## src/rtl/mac_pkg.sv

```systemverilog
// ==========================================================================
// Frame constants and shared types of the GMII Ethernet MAC
// Payload is limited to 1..64 bytes and is never padded to 46
// Header bytes are indexed in wire order, byte 0 goes out first
// ==========================================================================
package mac_pkg;

    // ======================================================================
    // Frame format
    // ======================================================================
    localparam logic [47:0] local_mac     = 48'h02_00_00_00_00_01;
    localparam logic [47:0] broadcast_mac = 48'hFFFF_FFFF_FFFF;
    localparam logic [15:0] ether_type_ip = 16'h0800;
    localparam logic [7:0]  preamble_byte = 8'h55;
    localparam logic [7:0]  sfd_byte      = 8'hD5;

    localparam int preamble_len = 7;
    localparam int header_len   = 14;
    localparam int fcs_len      = 4;
    localparam int gap_len      = 12;   // Idle cycles after the FCS
    localparam int max_payload  = 64;
    localparam int buf_words    = 16;

    // Reflected IEEE 802.3 CRC-32
    localparam logic [31:0] crc_poly_refl = 32'hEDB8_8320;
    localparam logic [31:0] crc_residue   = 32'hDEBB_20E3;

    // ======================================================================
    // FSM encodings
    // ======================================================================
    localparam logic [2:0] tx_st_collect  = 3'd0;
    localparam logic [2:0] tx_st_preamble = 3'd1;
    localparam logic [2:0] tx_st_sfd      = 3'd2;
    localparam logic [2:0] tx_st_header   = 3'd3;
    localparam logic [2:0] tx_st_payload  = 3'd4;
    localparam logic [2:0] tx_st_fcs      = 3'd5;
    localparam logic [2:0] tx_st_gap      = 3'd6;

    localparam logic [2:0] rx_st_idle     = 3'd0;
    localparam logic [2:0] rx_st_preamble = 3'd1;
    localparam logic [2:0] rx_st_header   = 3'd2;
    localparam logic [2:0] rx_st_body     = 3'd3;
    localparam logic [2:0] rx_st_skip     = 3'd4;   // Wait for end of carrier

    typedef logic [6:0] payload_len_t;  // Byte count 0..64

    typedef union packed {
        logic [0:header_len-1][7:0] bytes;
        struct packed {
            logic [47:0] dst;
            logic [47:0] src;
            logic [15:0] ether_type;
        } fields;
    } mac_header_u;

endpackage

```

## src/rtl/rx_store_if.sv

```systemverilog
// ==========================================================================
// Byte write path from the receive parser into the frame buffer
// wr_index counts from the first byte after the header and includes the FCS
// commit and abort are single-cycle pulses
// ==========================================================================
interface rx_store_if
    import mac_pkg::*;
();

    logic         wr_en;
    logic [6:0]   wr_index;
    logic [7:0]   wr_byte;
    logic         commit;
    payload_len_t commit_len;   // Payload bytes without the FCS
    logic         abort;
    logic         busy;         // High from commit until the last word is taken

    modport parser (
        output wr_en, wr_index, wr_byte, commit, commit_len, abort,
        input  busy
    );

    modport buffer (
        input  wr_en, wr_index, wr_byte, commit, commit_len, abort,
        output busy
    );

endinterface

```

## src/rtl/crc32_engine.sv

```systemverilog
// ==========================================================================
// Byte-wide Ethernet CRC-32, reflected, LSB of each byte first
// The register is not inverted here, the FCS is ~crc
// ==========================================================================
module crc32_engine
    import mac_pkg::*;
(
    input  logic        clk,
    input  logic        rst_n,
    input  logic        init,
    input  logic        en,
    input  logic [7:0]  data_byte,
    output logic [31:0] crc
);

    logic [31:0] crc_next;

    // Eight serial LFSR steps unrolled
    always_comb begin
        crc_next = crc;
        for (int i = 0; i < 8; i++) begin
            if (crc_next[0] ^ data_byte[i]) begin
                crc_next = (crc_next >> 1) ^ crc_poly_refl;
            end else begin
                crc_next = crc_next >> 1;
            end
        end
    end

    always_ff @(posedge clk or negedge rst_n) begin
        if (!rst_n) begin
            crc <= '1;
        end else if (init) begin
            crc <= '1;
        end else if (en) begin
            crc <= crc_next;
        end
    end

    a_init_en_exclusive: assert property (@(posedge clk) disable iff (!rst_n)
        !(init && en));

endmodule

```

## src/rtl/ethernet_mac.sv

```systemverilog
// ==========================================================================
// Gigabit Ethernet MAC, GMII on the PHY side, 32-bit host words
// Both host ports use a four-phase req/ack handshake
// Fixed header, broadcast destination, EtherType 0x0800, payload 1..64
// ==========================================================================
module ethernet_mac
    import mac_pkg::*;
(
    input  logic         clk,
    input  logic         rst_n,
    // Host transmit
    input  logic [31:0]  tx_data,
    input  payload_len_t tx_len,
    input  logic         tx_req,
    output logic         tx_ack,
    // Host receive
    output logic [31:0]  rx_data,
    output payload_len_t rx_len,
    output logic         rx_last,
    output logic         rx_req,
    input  logic         rx_ack,
    // GMII
    output logic [7:0]   gmii_tx_d,
    output logic         gmii_tx_en,
    input  logic [7:0]   gmii_rx_d,
    input  logic         gmii_rx_dv,
    input  logic         gmii_rx_er,
    // Status
    output logic [31:0]  tx_frame_count,
    output logic [31:0]  rx_drop_count
);

    rx_store_if store_bus ();

    tx_framer u_tx_framer (
        .clk            (clk),
        .rst_n          (rst_n),
        .tx_data        (tx_data),
        .tx_len         (tx_len),
        .tx_req         (tx_req),
        .tx_ack         (tx_ack),
        .gmii_tx_d      (gmii_tx_d),
        .gmii_tx_en     (gmii_tx_en),
        .tx_frame_count (tx_frame_count)
    );

    rx_parser u_rx_parser (
        .clk           (clk),
        .rst_n         (rst_n),
        .gmii_rx_d     (gmii_rx_d),
        .gmii_rx_dv    (gmii_rx_dv),
        .gmii_rx_er    (gmii_rx_er),
        .store         (store_bus.parser),
        .rx_drop_count (rx_drop_count)
    );

    rx_frame_buffer u_rx_buffer (
        .clk     (clk),
        .rst_n   (rst_n),
        .store   (store_bus.buffer),
        .rx_data (rx_data),
        .rx_len  (rx_len),
        .rx_last (rx_last),
        .rx_req  (rx_req),
        .rx_ack  (rx_ack)
    );

endmodule

```

## src/rtl/rx_frame_buffer.sv

```systemverilog
// ==========================================================================
// Single-frame receive buffer, 16 words, bytes packed LSB first
// Words go out by four-phase rx_req/rx_ack, rx_last on the final one
// Bytes past rx_len in the final word read as zero
// ==========================================================================
module rx_frame_buffer
    import mac_pkg::*;
(
    input  logic         clk,
    input  logic         rst_n,
    rx_store_if.buffer   store,
    output logic [31:0]  rx_data,
    output payload_len_t rx_len,
    output logic         rx_last,
    output logic         rx_req,
    input  logic         rx_ack
);

    logic [3:0][7:0] mem [buf_words];
    logic [3:0]      rd_idx;
    logic            busy;
    payload_len_t    len_m1;
    logic [3:0][7:0] word;

    assign store.busy = busy;
    assign len_m1     = rx_len - 7'd1;
    assign rx_last    = rd_idx == len_m1[5:2];
    assign rx_data    = word;

    // Zero the tail of the final word
    always_comb begin
        word = mem[rd_idx];
        for (int b = 0; b < 4; b++) begin
            if ({1'b0, rd_idx, 2'(b)} >= rx_len) begin
                word[b] = 8'h00;
            end
        end
    end

    // FCS bytes land past the payload and are not stored
    always_ff @(posedge clk) begin
        if (store.wr_en && store.wr_index < 7'(max_payload)) begin
            mem[store.wr_index[5:2]][store.wr_index[1:0]] <= store.wr_byte;
        end
    end

    always_ff @(posedge clk or negedge rst_n) begin
        if (!rst_n) begin
            busy   <= 1'b0;
            rx_req <= 1'b0;
            rd_idx <= '0;
            rx_len <= '0;
        end else if (store.commit) begin
            busy   <= 1'b1;
            rx_req <= 1'b1;
            rd_idx <= '0;
            rx_len <= store.commit_len;
        end else if (rx_req && rx_ack) begin
            rx_req <= 1'b0;
        end else if (busy && !rx_req && !rx_ack) begin
            if (rx_last) begin
                busy <= 1'b0;
            end else begin
                rd_idx <= rd_idx + 4'd1;
                rx_req <= 1'b1;
            end
        end
    end

    a_req_rise: assert property (@(posedge clk) disable iff (!rst_n)
        $rose(rx_req) |-> !rx_ack);

    // Parser must never finish a frame into an occupied buffer
    a_commit_free: assert property (@(posedge clk) disable iff (!rst_n)
        store.commit |-> !busy);

endmodule

```

## src/rtl/rx_parser.sv

```systemverilog
// ==========================================================================
// GMII receive parser. Finds preamble and SFD, captures the header and
// streams every later byte, FCS included, to the frame buffer
// Frames are dropped on address, CRC, length, rx_er or a busy buffer
// ==========================================================================
module rx_parser
    import mac_pkg::*;
(
    input  logic        clk,
    input  logic        rst_n,
    input  logic [7:0]  gmii_rx_d,
    input  logic        gmii_rx_dv,
    input  logic        gmii_rx_er,
    rx_store_if.parser  store,
    output logic [31:0] rx_drop_count
);

    logic [2:0]  state;
    logic [7:0]  cnt;          // Saturates on oversized frames
    logic        accept;       // Buffer was free at the SFD
    logic        err_seen;
    mac_header_u hdr;
    logic [31:0] crc;
    logic        addr_ok;
    logic        len_ok;
    logic        frame_good;

    assign addr_ok    = hdr.fields.dst == local_mac || hdr.fields.dst == broadcast_mac;
    assign len_ok     = cnt >= 8'(fcs_len + 1) && cnt <= 8'(max_payload + fcs_len);
    assign frame_good = accept && !err_seen && addr_ok && len_ok && crc == crc_residue;

    assign store.wr_en    = state == rx_st_body && gmii_rx_dv && accept &&
                            cnt < 8'(max_payload + fcs_len);
    assign store.wr_index = cnt[6:0];
    assign store.wr_byte  = gmii_rx_d;

    // Runs over header, payload and FCS
    crc32_engine u_crc (
        .clk       (clk),
        .rst_n     (rst_n),
        .init      (state == rx_st_idle || state == rx_st_preamble),
        .en        (gmii_rx_dv && (state == rx_st_header || state == rx_st_body)),
        .data_byte (gmii_rx_d),
        .crc       (crc)
    );

    always_ff @(posedge clk) begin
        if (state == rx_st_header && gmii_rx_dv) begin
            hdr.bytes[cnt[3:0]] <= gmii_rx_d;
        end
    end

    always_ff @(posedge clk or negedge rst_n) begin
        if (!rst_n) begin
            state            <= rx_st_idle;
            cnt              <= '0;
            accept           <= 1'b0;
            err_seen         <= 1'b0;
            store.commit     <= 1'b0;
            store.commit_len <= '0;
            store.abort      <= 1'b0;
            rx_drop_count    <= '0;
        end else begin
            store.commit <= 1'b0;
            store.abort  <= 1'b0;
            if (store.abort) begin
                rx_drop_count <= rx_drop_count + 32'd1;
            end
            case (state)
                rx_st_idle: begin
                    if (gmii_rx_dv) begin
                        state <= (gmii_rx_d == preamble_byte) ? rx_st_preamble : rx_st_skip;
                    end
                end
                rx_st_preamble: begin
                    if (!gmii_rx_dv) begin
                        state <= rx_st_idle;
                    end else if (gmii_rx_d == sfd_byte) begin
                        state    <= rx_st_header;
                        cnt      <= '0;
                        accept   <= !store.busy;
                        err_seen <= gmii_rx_er;
                    end else if (gmii_rx_d != preamble_byte) begin
                        state <= rx_st_skip;
                    end
                end
                rx_st_header: begin
                    if (!gmii_rx_dv) begin
                        store.abort <= 1'b1;    // Runt, header incomplete
                        state       <= rx_st_idle;
                    end else begin
                        cnt      <= cnt + 8'd1;
                        err_seen <= err_seen | gmii_rx_er;
                        if (cnt == 8'(header_len - 1)) begin
                            cnt   <= '0;
                            state <= rx_st_body;
                        end
                    end
                end
                rx_st_body: begin
                    if (gmii_rx_dv) begin
                        if (cnt != 8'hFF) begin
                            cnt <= cnt + 8'd1;
                        end
                        err_seen <= err_seen | gmii_rx_er;
                    end else begin
                        // End of carrier, decide the frame
                        store.commit     <= frame_good;
                        store.commit_len <= payload_len_t'(cnt - 8'(fcs_len));
                        store.abort      <= !frame_good;
                        state            <= rx_st_idle;
                    end
                end
                default: begin
                    if (!gmii_rx_dv) begin
                        state <= rx_st_idle;
                    end
                end
            endcase
        end
    end

    // Committed length always fits the buffer
    a_commit_len: assert property (@(posedge clk) disable iff (!rst_n)
        store.commit |-> store.commit_len >= 7'd1 && store.commit_len <= 7'(max_payload));

endmodule

```

## src/rtl/tx_framer.sv

```systemverilog
// ==========================================================================
// Transmit framer. Collects ceil(tx_len/4) words, then sends one frame
// tx_len must stay in 1..64 and stable until the frame is collected
// gmii_tx_en rises 2 cycles after the last tx_req falls
// ==========================================================================
module tx_framer
    import mac_pkg::*;
(
    input  logic         clk,
    input  logic         rst_n,
    input  logic [31:0]  tx_data,
    input  payload_len_t tx_len,
    input  logic         tx_req,
    output logic         tx_ack,
    output logic [7:0]   gmii_tx_d,
    output logic         gmii_tx_en,
    output logic [31:0]  tx_frame_count
);

    logic [2:0]      state;
    logic [6:0]      cnt;           // Byte position inside the current field
    logic [3:0]      word_idx;
    payload_len_t    len_q;
    payload_len_t    len_m1;
    logic [3:0][7:0] payload_mem [buf_words];
    mac_header_u     hdr;
    logic [7:0]      next_byte;
    logic [31:0]     crc;
    logic [3:0][7:0] fcs;

    assign hdr.fields = '{dst: broadcast_mac, src: local_mac, ether_type: ether_type_ip};
    assign len_m1     = tx_len - 7'd1;
    assign fcs        = ~crc;   // Sent LSB byte first

    // Byte for the wire in the coming cycle
    always_comb begin
        case (state)
            tx_st_preamble: next_byte = preamble_byte;
            tx_st_sfd:      next_byte = sfd_byte;
            tx_st_header:   next_byte = hdr.bytes[cnt[3:0]];
            tx_st_payload:  next_byte = payload_mem[cnt[5:2]][cnt[1:0]];
            tx_st_fcs:      next_byte = fcs[cnt[1:0]];
            default:        next_byte = 8'h00;
        endcase
    end

    crc32_engine u_crc (
        .clk       (clk),
        .rst_n     (rst_n),
        .init      (state == tx_st_collect),
        .en        (state == tx_st_header || state == tx_st_payload),
        .data_byte (next_byte),
        .crc       (crc)
    );

    // Word store, written on the rising side of the handshake
    always_ff @(posedge clk) begin
        if (state == tx_st_collect && tx_req && !tx_ack) begin
            payload_mem[word_idx] <= tx_data;
        end
    end

    // ======================================================================
    // Framing FSM
    // ======================================================================
    always_ff @(posedge clk or negedge rst_n) begin
        if (!rst_n) begin
            state          <= tx_st_collect;
            cnt            <= '0;
            word_idx       <= '0;
            len_q          <= '0;
            tx_ack         <= 1'b0;
            gmii_tx_d      <= '0;
            gmii_tx_en     <= 1'b0;
            tx_frame_count <= '0;
        end else begin
            gmii_tx_d  <= next_byte;
            gmii_tx_en <= state != tx_st_collect && state != tx_st_gap;
            cnt        <= cnt + 7'd1;
            case (state)
                tx_st_collect: begin
                    cnt <= '0;
                    if (tx_req && !tx_ack) begin
                        tx_ack <= 1'b1;
                    end else if (!tx_req && tx_ack) begin
                        tx_ack   <= 1'b0;
                        word_idx <= word_idx + 4'd1;
                        if (word_idx == len_m1[5:2]) begin    // Last word taken
                            word_idx <= '0;
                            len_q    <= tx_len;
                            state    <= tx_st_preamble;
                        end
                    end
                end
                tx_st_preamble: begin
                    if (cnt == 7'(preamble_len - 1)) begin
                        state <= tx_st_sfd;
                    end
                end
                tx_st_sfd: begin
                    cnt   <= '0;
                    state <= tx_st_header;
                end
                tx_st_header: begin
                    if (cnt == 7'(header_len - 1)) begin
                        cnt   <= '0;
                        state <= tx_st_payload;
                    end
                end
                tx_st_payload: begin
                    if (cnt == len_q - 7'd1) begin
                        cnt   <= '0;
                        state <= tx_st_fcs;
                    end
                end
                tx_st_fcs: begin
                    if (cnt == 7'(fcs_len - 1)) begin
                        cnt   <= '0;
                        state <= tx_st_gap;
                    end
                end
                default: begin  // Interframe gap
                    if (cnt == 7'd0) begin
                        tx_frame_count <= tx_frame_count + 32'd1;
                    end
                    if (cnt == 7'(gap_len - 1)) begin
                        state <= tx_st_collect;
                    end
                end
            endcase
        end
    end

    a_len_range: assert property (@(posedge clk) disable iff (!rst_n)
        tx_req |-> (tx_len >= 7'd1 && tx_len <= 7'(max_payload)));

    // Line stays quiet for the whole gap after a frame
    a_gap_quiet: assert property (@(posedge clk) disable iff (!rst_n)
        $fell(gmii_tx_en) |-> !gmii_tx_en [*gap_len]);

endmodule

```

## config.mk

```make
export PLATFORM = sky130hd
export DESIGN_NAME = ethernet_mac
export DESIGN_NICKNAME = d
export VERILOG_FILES = /design/src/rtl/mac_pkg.sv /design/src/rtl/rx_store_if.sv /design/src/rtl/crc32_engine.sv /design/src/rtl/ethernet_mac.sv /design/src/rtl/rx_frame_buffer.sv /design/src/rtl/rx_parser.sv /design/src/rtl/tx_framer.sv
export SDC_FILE = /design/constraint.sdc
export NUM_CORES = 2
export LEC_CHECK = 0
export BUFFER_PORTS_ARGS = -buffer_cell sky130_fd_sc_hd__buf_2
export CORE_MARGIN = 5
export CORE_UTILIZATION = 45
export CTS_CLUSTER_DIAMETER = 50
export DETAILED_ROUTE_END_ITERATION = 6
export PLACE_DENSITY_LB_ADDON = 0.05
export SKIP_LAST_GASP = 1
export SLEW_MARGIN = 20
export SYNTH_ARGS = -nofsm -noshare
export SYNTH_HDL_FRONTEND = slang
export SYNTH_SLANG_ARGS = --single-unit
```

## constraint.sdc

```tcl
create_clock -name clk -period 6 [get_ports clk]
set_clock_uncertainty 0.2 [all_clocks]
set_input_delay 0.3 -clock clk [delete_from_list [all_inputs] [get_ports clk]]
set_output_delay 0.3 -clock clk [all_outputs]
set_load 0.05 [all_outputs]
```

==> impl_metrics.py <==
metrics = {
    "run": {
        "drv_cap": 0,
    },
    "logic_synthesis": {
        "syn_avg_cell_area_um2": 17.6,
        "synth_area_mm2": 0.0523,
        "synth-seq-cells": 1266,
        "synth_edf_count": 1072,
        "synth-seq-area-share_pct": 71.0,
        "ys_async_sr_fraction_pct": 15.3,
        "synth_area_leaders": "edfxtp_1 62%, mux4_2 11%, dfrtp_1 6.2%, dfstp_2 3.2%, xnor2_1 2.4%",
        "post-synth-top-area-fraction_pct": 61.6,
        "synth_ff_type": "edfxtp_1",
        "yosysMostFrequentCell": "edfxtp_1",
        "synthCells": 2963,
        "yosysTopAreaCell": "edfxtp_1",
        "ys_types": 79,
        "yosys_warnings": 0,
        "synth_nets": 3047,
        "synth_common_cells": "1,072 x edfxtp_1, 258 x mux4_2, 191 x nor2_1",
    },
    "sta": {
        "fin_setup_tns_ns": 0,
        "min_period_ns": 5.24,
        "rsz0062_at_grt": "no",
        "max_freq_mhz": 191,
        "finalHoldViolations": 0,
        "slew_violations": 0,
        "worstMarginPinSlew_ns": 1.09,
        "relSlewSlack_pct": 26.6,
        "setup_viol": 0,
        "period_share_pct": 87.4,
    },
    "layout": {
        "fin_cells": 4910,
        "syn_to_final_growth_pct": 15.4,
        "finish.utilization_pct": 52.1,
        "final_area_mm2": 0.0603,
        "nets": 3353,
        "fill_cells": 9280,
        "drive_gt1_share_pct": 25.4,
    },
    "clock_tree": {
        "htreeDepth": 4,
        "cts_tree": "built",
        "cts-root-buf": "clkbuf_16",
        "clock_latency_ns": 0.74,
        "cts_sinks": 1266,
        "cts_resized": 0,
        "cts.clk_slew.worst_paths_ns": 0.06,
        "cts_buffer_depth": 3,
        "numCtsBuffers": 148,
    },
    "detailed_routing": {
        "drtIter0Drc": 2288,
        "vias_per_cell": 5.72,
        "drt-total-wl_um": 137000,
        "dr.pass1.iters": 5,
        "ant_nets": 0,
        "wl_per_cell_um": 27.8,
        "drc": 0,
        "num_vias": 28067,
    },
    "floorplan": {
        "initial_core_util_pct": 45.2,
        "die_area_mm2": 0.123,
        "io_pins": 168,
        "std_cell_rows": 125,
        "die_w_um": 351,
        "die_y_um": 351,
        "coreArea_mm2": 0.116,
    },
    "worst_setup_path": {
        "r2r_setup_slack_ns": 0.76,
        "end_kind": "flip-flop",
        "cp_max_fo": 44,
        "required_ns": 6.41,
        "crit_type": "flip-flop to flip-flop",
        "cp-start-kind": "flip-flop",
        "worstPathArrival_ns": 5.66,
    },
    "run_status": {
        "status": "completed",
    },
    "placed_design": {
        "dp_hpwl_um": 83300,
        "globalplace.congestion": 0.820,
        "dp.cells": 4591,
        "place_area_mm2": 0.0551,
        "numPortBuffers": 167,
    },
    "global_route": {
        "overflow": 0,
        "grt_usage_pct": 22.4,
        "grt_use_met1_pct": 29.6,
        "antenna_found_initial": 5,
        "met3_usage_pct": 3.22,
        "grt_use_met2_pct": 39.1,
        "grt_pass1_wl_um": 202000,
        "grt_pass1_vias": 29391,
        "busiest_layer": "met2",
        "grt_max_degree": 136,
    },
    "power_and_ir_drop": {
        "leakage_nw": 20.2,
        "powerDensity_mw_per_mm2": 381,
        "ir_worst_vdd_mv": 0.292,
    },
    "hold_path": {
        "hold_path_class": "primary input to flip-flop",
    },
}
-- registers in the layout, summed over array words and instances (netlist names), 7 cells and up --
signal                        count
u_tx_framer.gmii_tx_d             8
u_rx_parser.store.commit_len      7
u_tx_framer.u_crc.crc            32
u_rx_parser.u_crc.crc            32
u_rx_parser.cnt                   8
u_rx_buffer.rx_len                7
u_rx_buffer.mem                 512
u_tx_framer.payload_mem         512
u_tx_framer.tx_frame_count       32
u_tx_framer.len_q                 7
u_rx_parser.rx_drop_count        32
u_rx_parser.hdr                  48
u_tx_framer.cnt                   7
-- worst max-delay path, stage by stage (launching register included) --
cell	delay [ns]
dfrtp_4	1.02
buf_4	0.50
buf_4	0.32
mux2i_1	0.21
o21bai_1	0.10
o211a_1	0.23
a221oi_1	0.77
or4_1	0.23
nand4_1	0.34
xor2_1	0.46
xor2_1	0.37
xnor2_1	0.20
a21oi_1	0.10
-- worst paths after layout --
check                                                           start                                    endpoint  cells after the start
max reg2reg                              u_tx_framer.cnt[2]$_DFF_PN0_       u_tx_framer.u_crc.crc[26]$_DFFE_PN1P_                     12
max                                      u_tx_framer.cnt[2]$_DFF_PN0_       u_tx_framer.u_crc.crc[26]$_DFFE_PN1P_                     12
min in group asynchronous                                       rst_n        u_rx_parser.u_crc.crc[0]$_DFFE_PN1P_                      2
max in group asynchronous                                       rst_n                u_tx_framer.cnt[4]$_DFF_PN0_                      3
min                                                      gmii_rx_d[0]             u_rx_buffer.mem[2][8]$_DFFE_PP_                      1
min reg2reg                u_tx_framer.tx_frame_count[31]$_DFFE_PN0P_  u_tx_framer.tx_frame_count[31]$_DFFE_PN0P_                      1
-- cell type report --
class / count / area, um2 / share of cell area (%)
antenna: 2 / 5.00 / 0.00829
inverter: 37 / 139 / 0.230
multi-input combinational: 1521 / 14500 / 24.0
timing repair buffer: 295 / 1980 / 3.29
sequential: 1266 / 37100 / 61.6
clock buffer: 187 / 4010 / 6.64
tap: 1524 / 1910 / 3.16
clock inverter: 78 / 678 / 1.12
-- routing by layer --
layer	part of all wire, %	vias to the layer above	routed length [um]
met3	4.3	173	5940
met5	0.0051	-	7
met4	2.3	2	3080
met1	42	14862	56800
li1	-	12296	-
met2	52	734	70700
-- layout by cell type (no fill, tap or decap), types with 73 or more instances in the layout --
master,Yosys,final
a21oi_1,95,95
buf_2,22,166
buf_4,5,73
clkbuf_16,0,153
dfrtp_1,130,122
edfxtp_1,1072,1072
mux4_2,258,258
nand2_1,138,137
nor2_1,191,177
xnor2_1,144,144
xor2_1,73,73
-- report_power, final --
part           switching, W  total [W]  internal, W
Sequential         0.000287     0.0102      0.00989
Clock               0.00351    0.00863      0.00512
Combinational       0.00248    0.00415      0.00167
Total               0.00628     0.0230       0.0167
-- stage by stage --
stage / hold WS (ns) / setup WS (ns) / power (W)
2_1_floorplan: -0.196 / 1.57 / 0.0132
3_3_place_gp: 0.121 / 0.883 / 0.0144
3_5_place_dp: 0.127 / 0.777 / 0.0145
4_1_cts: 0.00423 / 0.740 / 0.0232
5_1_grt: 0.0213 / 0.465 / 0.0239
6_report: 0.0290 / 0.758 / 0.0230
-- cells by family (layout without fill, tap and decap cells) --
| logic type | after synthesis | in the layout | synth area share [%] |
|---|---|---|---|
| flip-flops | 1266 | 1266 | 71.0 |
| AND/OR/NAND/NOR | 628 | 628 | 5.83 |
| multiplexers | 364 | 364 | 13.6 |
| AO/OA/AOI/OAI | 277 | 277 | 3.42 |
| XOR/XNOR | 221 | 221 | 3.78 |
| buffers and inverters | 176 | 597 | 1.59 |
| adder cells (fa/ha/maj) | 31 | 31 | 0.742 |
| other | 0 | 2 | 0 |
-- repair_timing --
item / 4_1_cts / 5_1_grt
buffers inserted: 0 / 0
hold endpoints to repair: 781 / 0
hold buffers: 52 / 0
setup endpoints to repair: 0 / 0
No activity file was read; power rests on OpenSTA's default activity.
